===== config.mk =====
export PLATFORM = sky130hd
export DESIGN_NAME = nic_top
export DESIGN_NICKNAME = d
export VERILOG_FILES = /design/src/logic/nic_pkg.sv /design/src/logic/nic_ifs.sv /design/src/logic/dma_arbiter.sv /design/src/logic/irq_ctrl.sv /design/src/logic/nic_regs.sv /design/src/logic/nic_top.sv /design/src/logic/rx_ring_store.sv /design/src/logic/tx_ring_fetch.sv
export SDC_FILE = /design/constraint.sdc
export NUM_CORES = 1
export LEC_CHECK = 0
export ABC_AREA = 0
export CORE_AREA = 2 2 207 209
export DETAILED_ROUTE_END_ITERATION = 16
export DIE_AREA = 0 0 209 211
export DONT_BUFFER_PORTS = 1
export PLACE_DENSITY = 0.67
export SLEW_MARGIN = 25
export SYNTH_ARGS = -nofsm -noshare
export SYNTH_HDL_FRONTEND = slang
export SYNTH_HIERARCHICAL = 1
export SYNTH_SLANG_ARGS = --single-unit

===== constraint.sdc =====
create_clock -name aclk -period 4.8 [get_ports aclk]
set_input_delay 0.48 -clock aclk [delete_from_list [all_inputs] [get_ports aclk]]
set_output_delay 0.48 -clock aclk [all_outputs]
set_load 0.1 [all_outputs]

===== src/logic/nic_pkg.sv =====
package nic_pkg;

	typedef logic [15:0] reg_addr_t;
	typedef logic [31:0] word_t;
	typedef logic [31:0] mem_addr_t;
	typedef logic [15:0] ring_idx_t;
	typedef logic [31:0] cause_t;

	// Interrupt registers
	localparam reg_addr_t ICR_OFS   = 16'h00C0;
	localparam reg_addr_t ICS_OFS   = 16'h00C8;
	localparam reg_addr_t IMS_OFS   = 16'h00D0;
	localparam reg_addr_t IMC_OFS   = 16'h00D8;

	localparam reg_addr_t RCTL_OFS  = 16'h0100;
	localparam reg_addr_t TCTL_OFS  = 16'h0400;

	localparam reg_addr_t RDBA_OFS  = 16'h2800;
	localparam reg_addr_t RDLEN_OFS = 16'h2808;
	localparam reg_addr_t RDH_OFS   = 16'h2810;
	localparam reg_addr_t RDT_OFS   = 16'h2818;
	localparam reg_addr_t TDBA_OFS  = 16'h3800;
	localparam reg_addr_t TDLEN_OFS = 16'h3808;
	localparam reg_addr_t TDH_OFS   = 16'h3810;
	localparam reg_addr_t TDT_OFS   = 16'h3818;

	localparam int EN_BIT   = 1; // RCTL/TCTL enable
	localparam int TXDW_BIT = 0;
	localparam int RXO_BIT  = 6;
	localparam int RXT0_BIT = 7;

endpackage


===== src/logic/nic_ifs.sv =====
`timescale 1ns/1ps

// One per descriptor ring
interface ring_cfg_if import nic_pkg::*; ();
	mem_addr_t base;
	ring_idx_t len;
	ring_idx_t tail;
	logic en;
	ring_idx_t head;

	modport regs (output base, len, tail, en, input head);
	modport engine (input base, len, tail, en, output head);
endinterface

interface irq_cfg_if import nic_pkg::*; ();
	word_t wdata;
	logic ics_wr;
	logic ims_wr;
	logic imc_wr;
	logic icr_rd;
	cause_t icr;
	cause_t ims;

	modport regs (output wdata, ics_wr, ims_wr, imc_wr, icr_rd, input icr, ims);
	modport ctrl (input wdata, ics_wr, ims_wr, imc_wr, icr_rd, output icr, ims);
endinterface

// Single beat, request held until gnt
interface host_mem_if import nic_pkg::*; ();
	logic req;
	logic we;
	mem_addr_t addr;
	word_t wdata;
	logic gnt;
	logic rvalid;
	word_t rdata;

	modport requester (output req, we, addr, wdata, input gnt, rvalid, rdata);
	modport arbiter (input req, we, addr, wdata, output gnt, rvalid, rdata);
endinterface


===== src/logic/dma_arbiter.sv =====
`timescale 1ns/1ps

module dma_arbiter import nic_pkg::*; (
	input logic aclk,
	input logic arst_n_i,
	host_mem_if.arbiter tx_m,
	host_mem_if.arbiter rx_m,
	output logic mem_req_o,
	output logic mem_we_o,
	output mem_addr_t mem_addr_o,
	output word_t mem_wdata_o,
	input logic mem_gnt_i,
	input logic mem_rvalid_i,
	input word_t mem_rdata_i
);

	logic prio_rx_q; // Receive side wins the next tie
	logic hold_q, hold_rx_q;
	logic sel_rx;

	// A waiting request keeps its slot until granted
	always_comb begin
		if (hold_q)
			sel_rx = hold_rx_q;
		else
			sel_rx = rx_m.req && (!tx_m.req || prio_rx_q);
	end

	assign mem_req_o = tx_m.req || rx_m.req;
	assign mem_we_o = sel_rx ? rx_m.we : tx_m.we;
	assign mem_addr_o = sel_rx ? rx_m.addr : tx_m.addr;
	assign mem_wdata_o = sel_rx ? rx_m.wdata : tx_m.wdata;

	assign tx_m.gnt = mem_gnt_i && !sel_rx && tx_m.req;
	assign rx_m.gnt = mem_gnt_i && sel_rx;

	// Only transmit reads
	assign tx_m.rvalid = mem_rvalid_i;
	assign tx_m.rdata = mem_rdata_i;
	assign rx_m.rvalid = 1'b0;
	assign rx_m.rdata = '0;

	always_ff @(posedge aclk or negedge arst_n_i) begin
		if (!arst_n_i) begin
			prio_rx_q <= 1'b0;
			hold_q <= 1'b0;
			hold_rx_q <= 1'b0;
		end else begin
			hold_q <= mem_req_o && !mem_gnt_i;
			hold_rx_q <= sel_rx;
			if (mem_req_o && mem_gnt_i)
				prio_rx_q <= !sel_rx;
		end
	end

endmodule


===== src/logic/irq_ctrl.sv =====
`timescale 1ns/1ps

module irq_ctrl import nic_pkg::*; (
	input logic aclk,
	input logic arst_n_i,
	irq_cfg_if.ctrl irq,
	input cause_t cause_i,
	output logic intr_o
);

	cause_t icr_q, ims_q;

	always_ff @(posedge aclk or negedge arst_n_i) begin
		if (!arst_n_i) begin
			icr_q <= '0;
			ims_q <= '0;
			intr_o <= 1'b0;
		end else begin
			// New causes win over the read clear
			icr_q <= (irq.icr_rd ? '0 : icr_q) | cause_i | (irq.ics_wr ? irq.wdata : '0);
			if (irq.ims_wr)
				ims_q <= ims_q | irq.wdata;
			else if (irq.imc_wr)
				ims_q <= ims_q & ~irq.wdata;
			intr_o <= |(icr_q & ims_q);
		end
	end

	assign irq.icr = icr_q;
	assign irq.ims = ims_q;

endmodule


===== src/logic/nic_regs.sv =====
`timescale 1ns/1ps

module nic_regs import nic_pkg::*; (
	input logic aclk,
	input logic arst_n_i,
	input logic reg_wr_i,
	input logic reg_rd_i,
	input reg_addr_t reg_addr_i,
	input word_t reg_wdata_i,
	output word_t reg_rdata_o,
	output logic reg_rvalid_o,
	ring_cfg_if.regs tx_cfg,
	ring_cfg_if.regs rx_cfg,
	irq_cfg_if.regs irq
);

	word_t tctl, rctl;
	mem_addr_t tdba, rdba;
	ring_idx_t tdlen, rdlen, tdt, rdt;
	word_t rd_mux;

	always_ff @(posedge aclk or negedge arst_n_i) begin
		if (!arst_n_i) begin
			tctl <= '0;
			rctl <= '0;
			tdba <= '0;
			rdba <= '0;
			tdlen <= '0;
			rdlen <= '0;
			tdt <= '0;
			rdt <= '0;
		end else if (reg_wr_i) begin
			case (reg_addr_i)
				TCTL_OFS: tctl <= reg_wdata_i;
				RCTL_OFS: rctl <= reg_wdata_i;
				TDBA_OFS: tdba <= reg_wdata_i;
				RDBA_OFS: rdba <= reg_wdata_i;
				TDLEN_OFS: tdlen <= reg_wdata_i[15:0];
				RDLEN_OFS: rdlen <= reg_wdata_i[15:0];
				TDT_OFS: tdt <= reg_wdata_i[15:0];
				RDT_OFS: rdt <= reg_wdata_i[15:0];
				default: ; // Heads are read-only
			endcase
		end
	end

	// Interrupt accesses go out as strobes
	assign irq.wdata = reg_wdata_i;
	assign irq.ics_wr = reg_wr_i && (reg_addr_i == ICS_OFS);
	assign irq.ims_wr = reg_wr_i && (reg_addr_i == IMS_OFS);
	assign irq.imc_wr = reg_wr_i && (reg_addr_i == IMC_OFS);
	assign irq.icr_rd = reg_rd_i && (reg_addr_i == ICR_OFS);

	assign tx_cfg.base = tdba;
	assign tx_cfg.len = tdlen;
	assign tx_cfg.tail = tdt;
	assign tx_cfg.en = tctl[EN_BIT];
	assign rx_cfg.base = rdba;
	assign rx_cfg.len = rdlen;
	assign rx_cfg.tail = rdt;
	assign rx_cfg.en = rctl[EN_BIT];

	always_comb begin
		case (reg_addr_i)
			ICR_OFS: rd_mux = irq.icr; // Value before the clear
			IMS_OFS: rd_mux = irq.ims;
			TCTL_OFS: rd_mux = tctl;
			RCTL_OFS: rd_mux = rctl;
			TDBA_OFS: rd_mux = tdba;
			RDBA_OFS: rd_mux = rdba;
			TDLEN_OFS: rd_mux = word_t'(tdlen);
			RDLEN_OFS: rd_mux = word_t'(rdlen);
			TDH_OFS: rd_mux = word_t'(tx_cfg.head);
			RDH_OFS: rd_mux = word_t'(rx_cfg.head);
			TDT_OFS: rd_mux = word_t'(tdt);
			RDT_OFS: rd_mux = word_t'(rdt);
			default: rd_mux = '0;
		endcase
	end

	always_ff @(posedge aclk or negedge arst_n_i) begin
		if (!arst_n_i) begin
			reg_rvalid_o <= 1'b0;
			reg_rdata_o <= '0;
		end else begin
			reg_rvalid_o <= reg_rd_i;
			if (reg_rd_i)
				reg_rdata_o <= rd_mux;
		end
	end

endmodule


===== src/logic/nic_top.sv =====
`timescale 1ns/1ps

module nic_top import nic_pkg::*; #(
	parameter int SLOT_BYTES = 4
) (
	input logic aclk,
	input logic arst_n_i,
	input logic reg_wr_i,
	input logic reg_rd_i,
	input reg_addr_t reg_addr_i,
	input word_t reg_wdata_i,
	output word_t reg_rdata_o,
	output logic reg_rvalid_o,
	output logic mem_req_o,
	output logic mem_we_o,
	output mem_addr_t mem_addr_o,
	output word_t mem_wdata_o,
	input logic mem_gnt_i,
	input logic mem_rvalid_i,
	input word_t mem_rdata_i,
	output word_t tx_data_o,
	output logic tx_valid_o,
	input word_t rx_data_i,
	input logic rx_valid_i,
	output logic intr_o
);

	ring_cfg_if tx_cfg ();
	ring_cfg_if rx_cfg ();
	irq_cfg_if irq ();
	host_mem_if tx_mem ();
	host_mem_if rx_mem ();

	logic txdw, rxt0, rxo;
	cause_t cause;

	always_comb begin
		cause = '0;
		cause[TXDW_BIT] = txdw;
		cause[RXO_BIT] = rxo;
		cause[RXT0_BIT] = rxt0;
	end

	nic_regs regs_i (
		.aclk(aclk), .arst_n_i(arst_n_i),
		.reg_wr_i(reg_wr_i), .reg_rd_i(reg_rd_i),
		.reg_addr_i(reg_addr_i), .reg_wdata_i(reg_wdata_i),
		.reg_rdata_o(reg_rdata_o), .reg_rvalid_o(reg_rvalid_o),
		.tx_cfg(tx_cfg), .rx_cfg(rx_cfg), .irq(irq)
	);

	irq_ctrl irq_i (
		.aclk(aclk), .arst_n_i(arst_n_i),
		.irq(irq), .cause_i(cause), .intr_o(intr_o)
	);

	tx_ring_fetch #(.SLOT_BYTES(SLOT_BYTES)) tx_i (
		.aclk(aclk), .arst_n_i(arst_n_i),
		.cfg(tx_cfg), .mem(tx_mem),
		.tx_data_o(tx_data_o), .tx_valid_o(tx_valid_o), .txdw_o(txdw)
	);

	rx_ring_store #(.SLOT_BYTES(SLOT_BYTES)) rx_i (
		.aclk(aclk), .arst_n_i(arst_n_i),
		.cfg(rx_cfg), .mem(rx_mem),
		.rx_data_i(rx_data_i), .rx_valid_i(rx_valid_i),
		.rxt0_o(rxt0), .rxo_o(rxo)
	);

	dma_arbiter arb_i (
		.aclk(aclk), .arst_n_i(arst_n_i),
		.tx_m(tx_mem), .rx_m(rx_mem),
		.mem_req_o(mem_req_o), .mem_we_o(mem_we_o),
		.mem_addr_o(mem_addr_o), .mem_wdata_o(mem_wdata_o),
		.mem_gnt_i(mem_gnt_i), .mem_rvalid_i(mem_rvalid_i), .mem_rdata_i(mem_rdata_i)
	);

endmodule


===== src/logic/rx_ring_store.sv =====
`timescale 1ns/1ps

module rx_ring_store import nic_pkg::*; #(
	parameter int SLOT_BYTES = 4
) (
	input logic aclk,
	input logic arst_n_i,
	ring_cfg_if.engine cfg,
	host_mem_if.requester mem,
	input word_t rx_data_i,
	input logic rx_valid_i,
	output logic rxt0_o,
	output logic rxo_o
);

	logic full_q, accept, done;
	word_t buf_q;
	ring_idx_t head_q, head_inc;

	// Free slot exists while head has not reached tail
	assign accept = rx_valid_i && !full_q && cfg.en && (head_q != cfg.tail);
	assign done = full_q && mem.gnt;
	assign head_inc = head_q + 1'b1;

	assign mem.req = full_q;
	assign mem.we = 1'b1;
	assign mem.addr = cfg.base + mem_addr_t'(head_q) * mem_addr_t'(SLOT_BYTES);
	assign mem.wdata = buf_q;
	assign cfg.head = head_q;

	assign rxt0_o = done;
	assign rxo_o = rx_valid_i && !accept; // Dropped word

	always_ff @(posedge aclk or negedge arst_n_i) begin
		if (!arst_n_i) begin
			full_q <= 1'b0;
			head_q <= '0;
		end else begin
			if (accept)
				full_q <= 1'b1;
			else if (done)
				full_q <= 1'b0;
			if (done)
				head_q <= (head_inc >= cfg.len) ? '0 : head_inc;
		end
	end

	always_ff @(posedge aclk) begin
		if (accept)
			buf_q <= rx_data_i;
	end

endmodule


===== src/logic/tx_ring_fetch.sv =====
`timescale 1ns/1ps

module tx_ring_fetch import nic_pkg::*; #(
	parameter int SLOT_BYTES = 4
) (
	input logic aclk,
	input logic arst_n_i,
	ring_cfg_if.engine cfg,
	host_mem_if.requester mem,
	output word_t tx_data_o,
	output logic tx_valid_o,
	output logic txdw_o
);

	typedef enum logic [1:0] {IDLE, REQ, WAIT} state_t;

	state_t state;
	ring_idx_t head_q, head_inc, head_nxt;

	assign head_inc = head_q + 1'b1;
	assign head_nxt = (head_inc >= cfg.len) ? '0 : head_inc; // Wrap at len

	assign mem.req = (state == REQ);
	assign mem.we = 1'b0;
	assign mem.addr = cfg.base + mem_addr_t'(head_q) * mem_addr_t'(SLOT_BYTES);
	assign mem.wdata = '0;
	assign cfg.head = head_q;

	always_ff @(posedge aclk or negedge arst_n_i) begin
		if (!arst_n_i) begin
			state <= IDLE;
			head_q <= '0;
			tx_valid_o <= 1'b0;
			txdw_o <= 1'b0;
		end else begin
			tx_valid_o <= 1'b0;
			txdw_o <= 1'b0;
			case (state)
				IDLE: if (cfg.en && head_q != cfg.tail) state <= REQ;
				REQ: if (mem.gnt) state <= WAIT;
				WAIT: if (mem.rvalid) begin
					state <= IDLE;
					head_q <= head_nxt;
					tx_valid_o <= 1'b1;
					txdw_o <= (head_nxt == cfg.tail); // Ring drained
				end
				default: state <= IDLE;
			endcase
		end
	end

	always_ff @(posedge aclk) begin
		if (state == WAIT && mem.rvalid)
			tx_data_o <= mem.rdata;
	end

endmodule

---- Word level (Yosys, flattened, before mapping) ----
Index checks and enable logic that the tools add are counted.
word-level totals
  bits in registers ....................... 394
  latch bits .............................. 0
  bits in writable memories ............... 0
  ROM bits ................................ 0
  output and inout bits ................... 133
  memories kept ........................... 0
cells by class
  add/subtract/negate cells ............... 4
  multipliers ............................. 0
  divide/modulo/power cells ............... 0
  order comparisons ....................... 2
  eq/ne operators ......................... 22
  shift-type cells ........................ 0
  multiplexer cells ....................... 21
  bitwise operators ....................... 6
  reductions and logical operators ........ 38
operators by type and width
  kind                     count
  $pmux W32 S12            1
  $mux W32                 6
  $eq A16 B14 Y1 const B   8
  $add A32 B18 Y32         2
  $and A32 B32 Y32         2
  $eq A16 B8 Y1 const B    4
  $or A32 B32 Y32          2
  $add A16 B1 Y16 const B  2
  $ge A16 B16 Y1           2
  $mux W16                 2
  $ne A16 B16 Y1           2
  $not A32 Y32             1
  $or A32 B8 Y32           1
  $reduce_or A32 Y1        1
  $reduce_and A2 Y1        9
  $logic_and A1 B1 Y1      17
  $eq A16 B11 Y1 const B   1
  $eq A16 B16 Y1           1
  $eq A16 B9 Y1 const B    1
  $mux W1                  8
  $mux W2                  3
  $pmux W2 S3              1
  $logic_not A1 Y1         5
  $ne A2 B2 Y1 const B     2
  7 further kinds          9

---- Longest topological paths before layout ----
Gate-level depths: netlist (run 1).
  word-level depth ........................ 10
  depth in mapped cells ................... 15

---- Cells and area by module ----
Netlist (run 1), hierarchy kept.
modules (own cells, without submodules)
  module         times used  cells an instance  area an instance (sq um)
  nic_regs       1           837                10900.5
  tx_ring_fetch  1           480                4287.9
  rx_ring_store  1           367                3629.7
  irq_ctrl       1           195                2555.0
  dma_arbiter    1           154                1468.9
  nic_top        1           1                  3.8

---- Worst setup path before layout (run 1) ----
No wires, ideal clock.
  path kind ............................... flip-flop to flip-flop
  from .................................... register tx_i.head_q[1] (netlist: tx_i/cfg.head[1])
  to ...................................... register tx_i.txdw_o
  data arrival time ....................... 3.607 ns
  required time ........................... 4.705 ns
  path slack .............................. 1.098 ns
  stages on the path, launching flop included .. 16
  period minus slack after synthesis ...... 3.702 ns
  cell sequence ........................... dfrtp_1 ha_1 nand3_2 nor2_1 xnor2_1 inv_1 ha_1 and3_1 a221o_1 a31oi_1 o21ai_1 buf_2 o21ai_0 nand4_1 or4_1 nor4b_2
on the way
  cells in the longest elaborated chain, start to end .. 6
ends and longest elaborated chain
  item                    line                 source
  start, declared         tx_ring_fetch.sv:18  ring_idx_t head_q, head_inc, head_nxt;
  start signal, assigned  tx_ring_fetch.sv:43  head_q <= head_nxt;
  $add A16 B1 Y16 *       tx_ring_fetch.sv:20  assign head_inc = head_q + 1'b1;
  $ge A16 B16 Y1          tx_ring_fetch.sv:21  assign head_nxt = (head_inc >= cfg.len) ? '0 : head_inc;
  $mux W16 *              tx_ring_fetch.sv:21
  $eq A16 B16 Y1 *        tx_ring_fetch.sv:45  txdw_o <= (head_nxt == cfg.tail);
  $mux W1 *               tx_ring_fetch.sv:41  WAIT: if (mem.rvalid) begin
  $mux W1 *               tx_ring_fetch.sv:38  case (state)
  end signal, assigned    tx_ring_fetch.sv:45
  end, declared           tx_ring_fetch.sv:12  output logic txdw_o
Every way passes the cells marked *; elsewhere a longest branch is shown, timed or not.
A chain may end at the register's enable or synchronous reset.

---- Worst setup path in the final report (run 1) ----
  from .................................... register rx_i.head_q[0] (netlist: rx_i/cfg.head[0])
  to ...................................... output mem_addr_o[28]
on the way
  cells in the longest elaborated chain, start to end .. 2
ends and longest elaborated chain
  item                       line                 source
  start, declared            rx_ring_store.sv:18  ring_idx_t head_q, head_inc;
  start signal, assigned     rx_ring_store.sv:44  head_q <= (head_inc >= cfg.len) ? '0 : head_inc;
  $add A32 B18 Y32           rx_ring_store.sv:27  assign mem.addr = cfg.base + mem_addr_t'(head_q) * mem_addr_t'(SLOT_BYTES);
  named net rx_mem.addr[28]  nic_ifs.sv:32        mem_addr_t addr;
  $mux W32                   dma_arbiter.sv:31    assign mem_addr_o = sel_rx ? rx_m.addr : tx_m.addr;
  end, declared              nic_top.sv:16        output mem_addr_t mem_addr_o,
The timed path passes the listed nets, and every way through them passes these cells.

==> impl_metrics.xml, run 1 <==
<?xml version="1.0" encoding="UTF-8"?>
<metrics>
  <group name="outcome">
    <metric name="run_status" unit="">finished, violations left</metric>
    <metric name="violations" unit="">hold timing</metric>
  </group>
  <group name="detailed_routing">
    <metric name="drt_first_pass_iters" unit="">6</metric>
    <metric name="detailroute.via_count" unit="">16600</metric>
    <metric name="post_drt_via_cell_ratio" unit="">6.42</metric>
    <metric name="drc" unit="">0</metric>
    <metric name="routed_wl" unit="um">72400</metric>
    <metric name="antenna_left" unit="">0</metric>
    <metric name="dr.first_iter.drc_count" unit="">1799</metric>
    <metric name="routed_wire_length_per_instance" unit="um">28.0</metric>
  </group>
  <group name="critical_path">
    <metric name="worst-r2r-cell-count" unit="">13</metric>
    <metric name="end_of_the_worst_register_to_register_path" unit="">tx_i/txdw_o</metric>
    <metric name="path_class" unit="">register to output port</metric>
    <metric name="required" unit="ns">4.32</metric>
    <metric name="endpoint_kind" unit="">output port</metric>
    <metric name="r2r_setup_slack" unit="ns">0.55</metric>
    <metric name="worst-path-max-fanout" unit="">9</metric>
    <metric name="crit-reg2reg-launch" unit="">tx_i/cfg.head[1]</metric>
    <metric name="critPathLaunchType" unit="">register</metric>
    <metric name="worst-endpoint-arrival" unit="ns">4.02</metric>
  </group>
  <group name="clock_network">
    <metric name="cts.reportedPaths.clkPinSlew" unit="ns">0.06</metric>
    <metric name="clk_latency" unit="ns">0.58</metric>
    <metric name="ctsRootBufferMaster" unit="">sky130_fd_sc_hd__clkbuf_16</metric>
    <metric name="ctsLongestPathBuffers" unit="">3</metric>
    <metric name="cts_buffers" unit="">43</metric>
    <metric name="clock_tree_from_tritoncts" unit="">done</metric>
    <metric name="cts-htree-levels" unit="">2</metric>
    <metric name="cts_hold_buf" unit="">66</metric>
    <metric name="cts.sinks" unit="">394</metric>
  </group>
  <group name="final_layout">
    <metric name="fillerInstances" unit="">3438</metric>
    <metric name="fin_cells" unit="">2583</metric>
    <metric name="area_growth_from_synthesis_to_layout" unit="%">9.51</metric>
    <metric name="nNetsFinal" unit="">2197</metric>
    <metric name="layout-drive-gt1-share" unit="%">21.1</metric>
  </group>
  <group name="global_route">
    <metric name="grt_start_max_net_pins" unit="">331</metric>
    <metric name="antenna_found_initial" unit="">1</metric>
    <metric name="via_count_of_the_first_global_routing_pass" unit="">16300</metric>
    <metric name="gr-total-overflow" unit="">0</metric>
    <metric name="globalRouteTotalUtil" unit="%">32.5</metric>
    <metric name="grt_pass1_wl" unit="um">107000</metric>
  </group>
  <group name="timing">
    <metric name="tightestPinTransition" unit="ns">1.01</metric>
    <metric name="setup_viol" unit="">0</metric>
    <metric name="timing.final.max_slew_violations" unit="">0</metric>
    <metric name="min_period" unit="ns">4.50</metric>
    <metric name="rsz_0062_raised_after_global_routing" unit="">false</metric>
    <metric name="hold_violations" unit="">330</metric>
    <metric name="finalClockSkew" unit="ns">0.0205</metric>
    <metric name="min_period_over_period" unit="%">93.8</metric>
    <metric name="setup_total_negative_slack" unit="ns">0</metric>
    <metric name="min_hold_slack" unit="ns">-0.403</metric>
    <metric name="slew_headroom" unit="%">32.4</metric>
    <metric name="max_freq" unit="MHz">222</metric>
  </group>
  <group name="place">
    <metric name="io_buffer_count" unit="">0</metric>
    <metric name="post-place-cells" unit="">2438</metric>
    <metric name="place_congestion" unit="">0.967</metric>
    <metric name="detailedPlacementHpwl" unit="um">50600</metric>
  </group>
  <group name="floorplan">
    <metric name="die_span_x" unit="um">209</metric>
    <metric name="num_rows" unit="">75</metric>
    <metric name="die-area" unit="um^2">44100</metric>
    <metric name="core_area" unit="um^2">41800</metric>
    <metric name="initial_utilization" unit="%">54.1</metric>
    <metric name="chipHeight" unit="um">211</metric>
    <metric name="io_pins" unit="">252</metric>
  </group>
  <group name="synth">
    <metric name="yosys_warnings" unit="">6</metric>
    <metric name="synth_area_per_cell" unit="um^2">11.3</metric>
    <metric name="synthesis.instances" unit="">2000</metric>
    <metric name="mappedNetlistArea" unit="um^2">22600</metric>
  </group>
  <group name="power_and_ir_drop">
    <metric name="leakagePower" unit="nW">10.9</metric>
    <metric name="p_total" unit="mW">7.15</metric>
    <metric name="vdd_ir_drop_max" unit="mV">0.252</metric>
    <metric name="power-per-cell-area" unit="nW/um^2">289</metric>
  </group>
  <group name="flow_run">
    <metric name="number_of_maximum_capacitance_constraint_violations" unit="">0</metric>
  </group>
  <group name="worst_hold_path">
    <metric name="holdCritPathClass" unit="">input pin to async pin</metric>
  </group>
</metrics>
==> state kept, by name (all words and copies together), names as in the netlist, 2 cells and up, named ones only <==
signal	cells
irq_i/irq.icr	32
regs_i/rctl	32
regs_i/reg_rdata_o	32
regs_i/rx_cfg.base	32
regs_i/tctl	32
regs_i/tx_cfg.base	32
rx_i/mem.wdata	32
tx_i/tx_data_o	32
regs_i/rx_cfg.len	16
regs_i/rx_cfg.tail	16
regs_i/tx_cfg.len	16
regs_i/tx_cfg.tail	16
rx_i/cfg.head	16
tx_i/cfg.head	16
tx_i/state	2
==> worst max-delay path by stage <==
| stage | start | to | slack [ns] | depth (start not counted) |
|---|---|---|---|---|
| after global placement | tx_i/cfg.head[6] | mem_addr_o[21] | 0.65 | 10 |
| after CTS | tx_i/cfg.head[6] | mem_addr_o[31] | 0.14 | 10 |
| after global routing | tx_i/cfg.head[0] | mem_addr_o[28] | 0.06 | 14 |
| after floorplan | tx_i/cfg.head[1] | tx_i/txdw_o | 1.10 | 15 |
| final | rx_i/cfg.head[0] | mem_addr_o[28] | 0.30 | 11 |
| after detailed placement | tx_i/cfg.head[6] | mem_addr_o[21] | 0.55 | 10 |
==> through the flow <==
step	hold WS, ns	worst slack, ns	instance area [um^2]	utilization [%]
5_1_grt	-0.428	0.0552	24700	59.2
6_report	-0.403	0.298	24700	59.3
2_1_floorplan	0.184	1.10	22800	-
4_1_cts	-0.409	0.136	24700	59.2
3_3_place_gp	0.206	0.653	22600	54.1
3_5_place_dp	0.210	0.555	22600	54.1
==> cells in the final DEF, fill, tap and decap left out, drive strengths merged, types with 39 or more instances in the layout <==
| cell | count |
|---|---|
| nand3 | 39 |
| inv | 68 |
| mux2i | 61 |
| a21oi | 51 |
| mux2 | 283 |
| ha | 66 |
| xor2 | 45 |
| a22o | 42 |
| dlygate4sd3 | 66 |
| a22oi | 52 |
| edfxtp | 64 |
| clkbuf | 56 |
| nor2 | 80 |
| conb | 63 |
| nand2 | 132 |
| xnor2 | 71 |
| dfrtp | 330 |
| o21ai | 56 |
==> layer usage <==
| metal | GRT usage [%] | vias up | routed length [um] |
|---|---|---|---|
| li1 | - | 7264 | - |
| met1 | 42.3 | 8424 | 29400 |
| met4 | 17.3 | 0 | 4190 |
| met5 | 0 | - | 0 |
| met3 | 6.38 | 169 | 5290 |
| met2 | 51.6 | 722 | 33500 |
==> worst max-delay path, cell delays in order (launching register included) <==
cell and delay [ns]:
sky130_fd_sc_hd__dfrtp_1 0.59, sky130_fd_sc_hd__ha_1 0.32, sky130_fd_sc_hd__inv_1 0.08, sky130_fd_sc_hd__fa_1 0.39, sky130_fd_sc_hd__nand2b_1 0.19, sky130_fd_sc_hd__a21oi_1 0.22, sky130_fd_sc_hd__o211ai_1 0.23, sky130_fd_sc_hd__o31a_1 0.42
sky130_fd_sc_hd__nor4b_2 0.34, sky130_fd_sc_hd__xor2_1 0.21, sky130_fd_sc_hd__mux2_2 0.18, sky130_fd_sc_hd__buf_4 0.28
==> report_power, final <==
part           switching (mW)  total, mW  internal, mW
clock network            1.41       3.46          2.05
registers              0.0209       3.43          3.41
logic                   0.182      0.268        0.0860
==> layout make-up <==
cell class | count | area (um^2) | area share (%)
inverters | 69 | 259 | 1.05
diodes | 1 | 2.50 | 0.0101
clock inverters | 22 | 250 | 1.01
multi-input cells | 1399 | 11200 | 45.3
flip-flops and latches | 394 | 10200 | 41.1
well taps | 539 | 674 | 2.73
repair buffers | 103 | 963 | 3.89
clock buffers | 56 | 1210 | 4.88
==> timing repair <==
action | in CTS | in global routing
buffers inserted | 0 | 0
endpoints found under the setup margin | 6 | 8
resized for setup | 2 | 7
endpoints found under the hold margin | 396 | 330
(Power assumes the default switching activity.)
==> run 2: changes to the inputs <==
==> constraint.sdc (replaced) <==
create_clock -name aclk -period 4.8 [get_ports aclk]
set_input_delay 0.24 -clock aclk [delete_from_list [all_inputs] [get_ports aclk]]
set_output_delay 0.24 -clock aclk [all_outputs]
set_load 0.1 [all_outputs]
==> run 2 against run 1 <==
Net effect: setup slack better by 0.0080 ns; power is 3.6% higher; the flow still finishes with violations (hold timing); critical endpoint unchanged; largest power group unchanged; global-route usage is 0.32 points higher; design area is 1.5% higher; worst hold slack worse by 0.24 ns; routed wire length is 0.31% higher; core utilization is 0.90 points higher; sequential share of layout area is 0.62 points lower; first-iteration DRC count is 6.9% lower; clock skew is 0.012 ns higher; register-to-register slack better by 0.04 ns; via count is 0.76% higher.
==> impl_metrics.xml, run 2 (synthesized netlist as in run 1, its figures left out) <==
<?xml version="1.0" encoding="UTF-8"?>
<metrics>
  <group name="place">
    <metric name="place_congestion" unit="">0.950</metric>
    <metric name="io_buffer_count" unit="">0</metric>
    <metric name="placed_cell_area" unit="um^2">22500</metric>
    <metric name="detailedPlacementHpwl" unit="um">50400</metric>
    <metric name="post-place-cells" unit="">2433</metric>
  </group>
  <group name="timing">
    <metric name="min_period" unit="ns">4.49</metric>
    <metric name="setup_total_negative_slack" unit="ns">0</metric>
    <metric name="finalClockSkew" unit="ns">0.0329</metric>
    <metric name="hold_violations" unit="">330</metric>
    <metric name="timing.final.max_slew_violations" unit="">0</metric>
    <metric name="min_hold_slack" unit="ns">-0.647</metric>
    <metric name="min_period_over_period" unit="%">93.6</metric>
    <metric name="rsz_0062_raised_after_global_routing" unit="">false</metric>
    <metric name="tightestPinTransition" unit="ns">1.02</metric>
    <metric name="slew_headroom" unit="%">32.2</metric>
    <metric name="max_freq" unit="MHz">223</metric>
    <metric name="setup_viol" unit="">0</metric>
  </group>
  <group name="detailed_routing">
    <metric name="antenna_left" unit="">0</metric>
    <metric name="detailroute.via_count" unit="">16700</metric>
    <metric name="dr.first_iter.drc_count" unit="">1675</metric>
    <metric name="post_drt_via_cell_ratio" unit="">6.38</metric>
    <metric name="drt_first_pass_iters" unit="">6</metric>
    <metric name="drc" unit="">0</metric>
    <metric name="routed_wire_length_per_instance" unit="um">27.7</metric>
    <metric name="routed_wl" unit="um">72600</metric>
  </group>
  <group name="clock_network">
    <metric name="cts.sinks" unit="">394</metric>
    <metric name="clock_tree_from_tritoncts" unit="">done</metric>
    <metric name="cts_hold_buf" unit="">100</metric>
    <metric name="ctsRootBufferMaster" unit="">sky130_fd_sc_hd__clkbuf_16</metric>
    <metric name="clk_latency" unit="ns">0.61</metric>
    <metric name="cts-htree-levels" unit="">2</metric>
    <metric name="cts.reportedPaths.clkPinSlew" unit="ns">0.06</metric>
    <metric name="cts_buffers" unit="">44</metric>
    <metric name="ctsLongestPathBuffers" unit="">3</metric>
  </group>
  <group name="critical_path">
    <metric name="endpoint_kind" unit="">output port</metric>
    <metric name="critical_path.max_stage_delay" unit="ns">0.52</metric>
    <metric name="worst-path-max-fanout" unit="">10</metric>
    <metric name="critPathLaunchType" unit="">register</metric>
    <metric name="worst-endpoint-arrival" unit="ns">4.25</metric>
    <metric name="crit_slowest_cell" unit="">sky130_fd_sc_hd__mux2_2</metric>
    <metric name="crit-reg2reg-launch" unit="">tx_i/cfg.head[1]</metric>
    <metric name="required" unit="ns">4.56</metric>
    <metric name="path_class" unit="">register to output port</metric>
    <metric name="critical_path.most_common_cell" unit="">sky130_fd_sc_hd__buf_4</metric>
    <metric name="cells_traversed_along_the_worst_timing_path" unit="">buf_4 &gt; ha_1 &gt; inv_1 &gt; fa_1 &gt; nor2b_1 &gt; o31a_1 &gt; o21ai_1 &gt; o211ai_1 &gt; a21boi_0 &gt; o31ai_1 &gt; buf_4 &gt; nand4_1 &gt; xnor2_1 &gt; mux2_2</metric>
    <metric name="launching_instance_or_port_of_the_critical_path" unit="">tx_i/cfg.head[0]</metric>
  </group>
  <group name="global_route">
    <metric name="globalRouteTotalUtil" unit="%">32.8</metric>
    <metric name="grt_pass1_wl" unit="um">108000</metric>
    <metric name="via_count_of_the_first_global_routing_pass" unit="">16500</metric>
    <metric name="grt_start_max_net_pins" unit="">331</metric>
    <metric name="antenna_found_initial" unit="">3</metric>
    <metric name="gr-total-overflow" unit="">0</metric>
  </group>
  <group name="power_and_ir_drop">
    <metric name="leakagePower" unit="nW">11.1</metric>
    <metric name="vdd_ir_drop_max" unit="mV">0.256</metric>
    <metric name="power-per-cell-area" unit="nW/um^2">295</metric>
  </group>
  <group name="floorplan">
    <metric name="core_area" unit="um^2">41800</metric>
    <metric name="die_span_x" unit="um">209</metric>
    <metric name="num_rows" unit="">75</metric>
    <metric name="chipHeight" unit="um">211</metric>
    <metric name="initial_utilization" unit="%">54.1</metric>
    <metric name="io_pins" unit="">252</metric>
    <metric name="die-area" unit="um^2">44100</metric>
  </group>
  <group name="final_layout">
    <metric name="layout.cell_area.non_filler" unit="um^2">25100</metric>
    <metric name="nNetsFinal" unit="">2227</metric>
    <metric name="area_growth_from_synthesis_to_layout" unit="%">11.2</metric>
    <metric name="commonest_non_fill_non_tap_cell_in_the_layout" unit="">sky130_fd_sc_hd__dfrtp_1</metric>
    <metric name="layout-drive-gt1-share" unit="%">20.6</metric>
    <metric name="layout_common_cells" unit="">sky130_fd_sc_hd__dfrtp_1 (330), sky130_fd_sc_hd__mux2_2 (272), sky130_fd_sc_hd__nand2_1 (131)</metric>
    <metric name="fin_cells" unit="">2617</metric>
    <metric name="fillerInstances" unit="">3413</metric>
  </group>
  <group name="outcome">
    <metric name="run_status" unit="">finished, violations left</metric>
    <metric name="violations" unit="">hold timing</metric>
  </group>
  <group name="worst_hold_path">
    <metric name="holdCritPathClass" unit="">input pin to async pin</metric>
  </group>
  <group name="flow_run">
    <metric name="number_of_maximum_capacitance_constraint_violations" unit="">0</metric>
  </group>
</metrics>
-- run 2: worst max-delay path: cells and delay by family (launching register included) --
kind / cells / cell delay, ns
fa+ha+maj: 2 / 0.63
buf+inv: 3 / 0.52
xor+xnor: 1 / 0.16
flops: 1 / 0.38
compound gates: 5 / 1.16
mux: 1 / 0.52
simple gates: 2 / 0.29
-- run 2: cell type report --
type                    count  area [um^2]  area share, %
diodes                      4         10.0         0.0398
clock buffers              52         1140           4.54
clock inverters            28          414           1.65
inverters                  69          259           1.03
multi-input cells        1399        11200           44.5
flip-flops and latches    394        10200           40.5
well taps                 539          674           2.68
repair buffers            132         1260           5.02
-- run 2: path summary, 6_finish.rpt --
check	depth (start not counted)	slack, ns	to
min reg2reg	1	0.50	tx_i/state[0]
max in group asynchronous	0	5.07	regs_i/tx_cfg.base[26]
min	0	-0.65	regs_i/rctl[15]
max	14	0.31	mem_addr_o[28]
min in group aclk	4	0.07	regs_i/reg_rdata_o[15]
max reg2reg	13	0.59	tx_i/txdw_o
-- run 2: repair_timing --
item / 4_1_cts / 5_1_grt
buffers inserted: 0 / 0
gates resized for setup: 0 / 2
endpoints found under the setup margin: 0 / 7
endpoints found under the hold margin: 657 / 330
-- run 2: power breakdown --
part,leakage (nW),internal (mW),switching (mW)
clock network,0.753,2.16,1.48
registers,5.01,3.41,0.0209
logic,5.30,0.105,0.246
-- run 2: per-layer routing --
metal | vias up | GRT usage (%) | part of all wire (%) | wire length [um]
met5 | - | 0 | 0 | 0
met2 | 746 | 51.5 | 46 | 33500
met4 | 0 | 18.8 | 6.2 | 4480
li1 | 7344 | - | - | -
met3 | 173 | 6.18 | 7.5 | 5420
met1 | 8442 | 42.9 | 40 | 29300
-- run 2: metrics by stage --
step           power (mW)  setup WS, ns  utilization [%]
6_report             7.41         0.306             60.2
3_3_place_gp         3.71         0.717             53.9
4_1_cts              7.47        0.0556             60.1
3_5_place_dp         3.71         0.565             54.0
5_1_grt              7.62        0.0108             60.1
2_1_floorplan        3.77          1.10                -
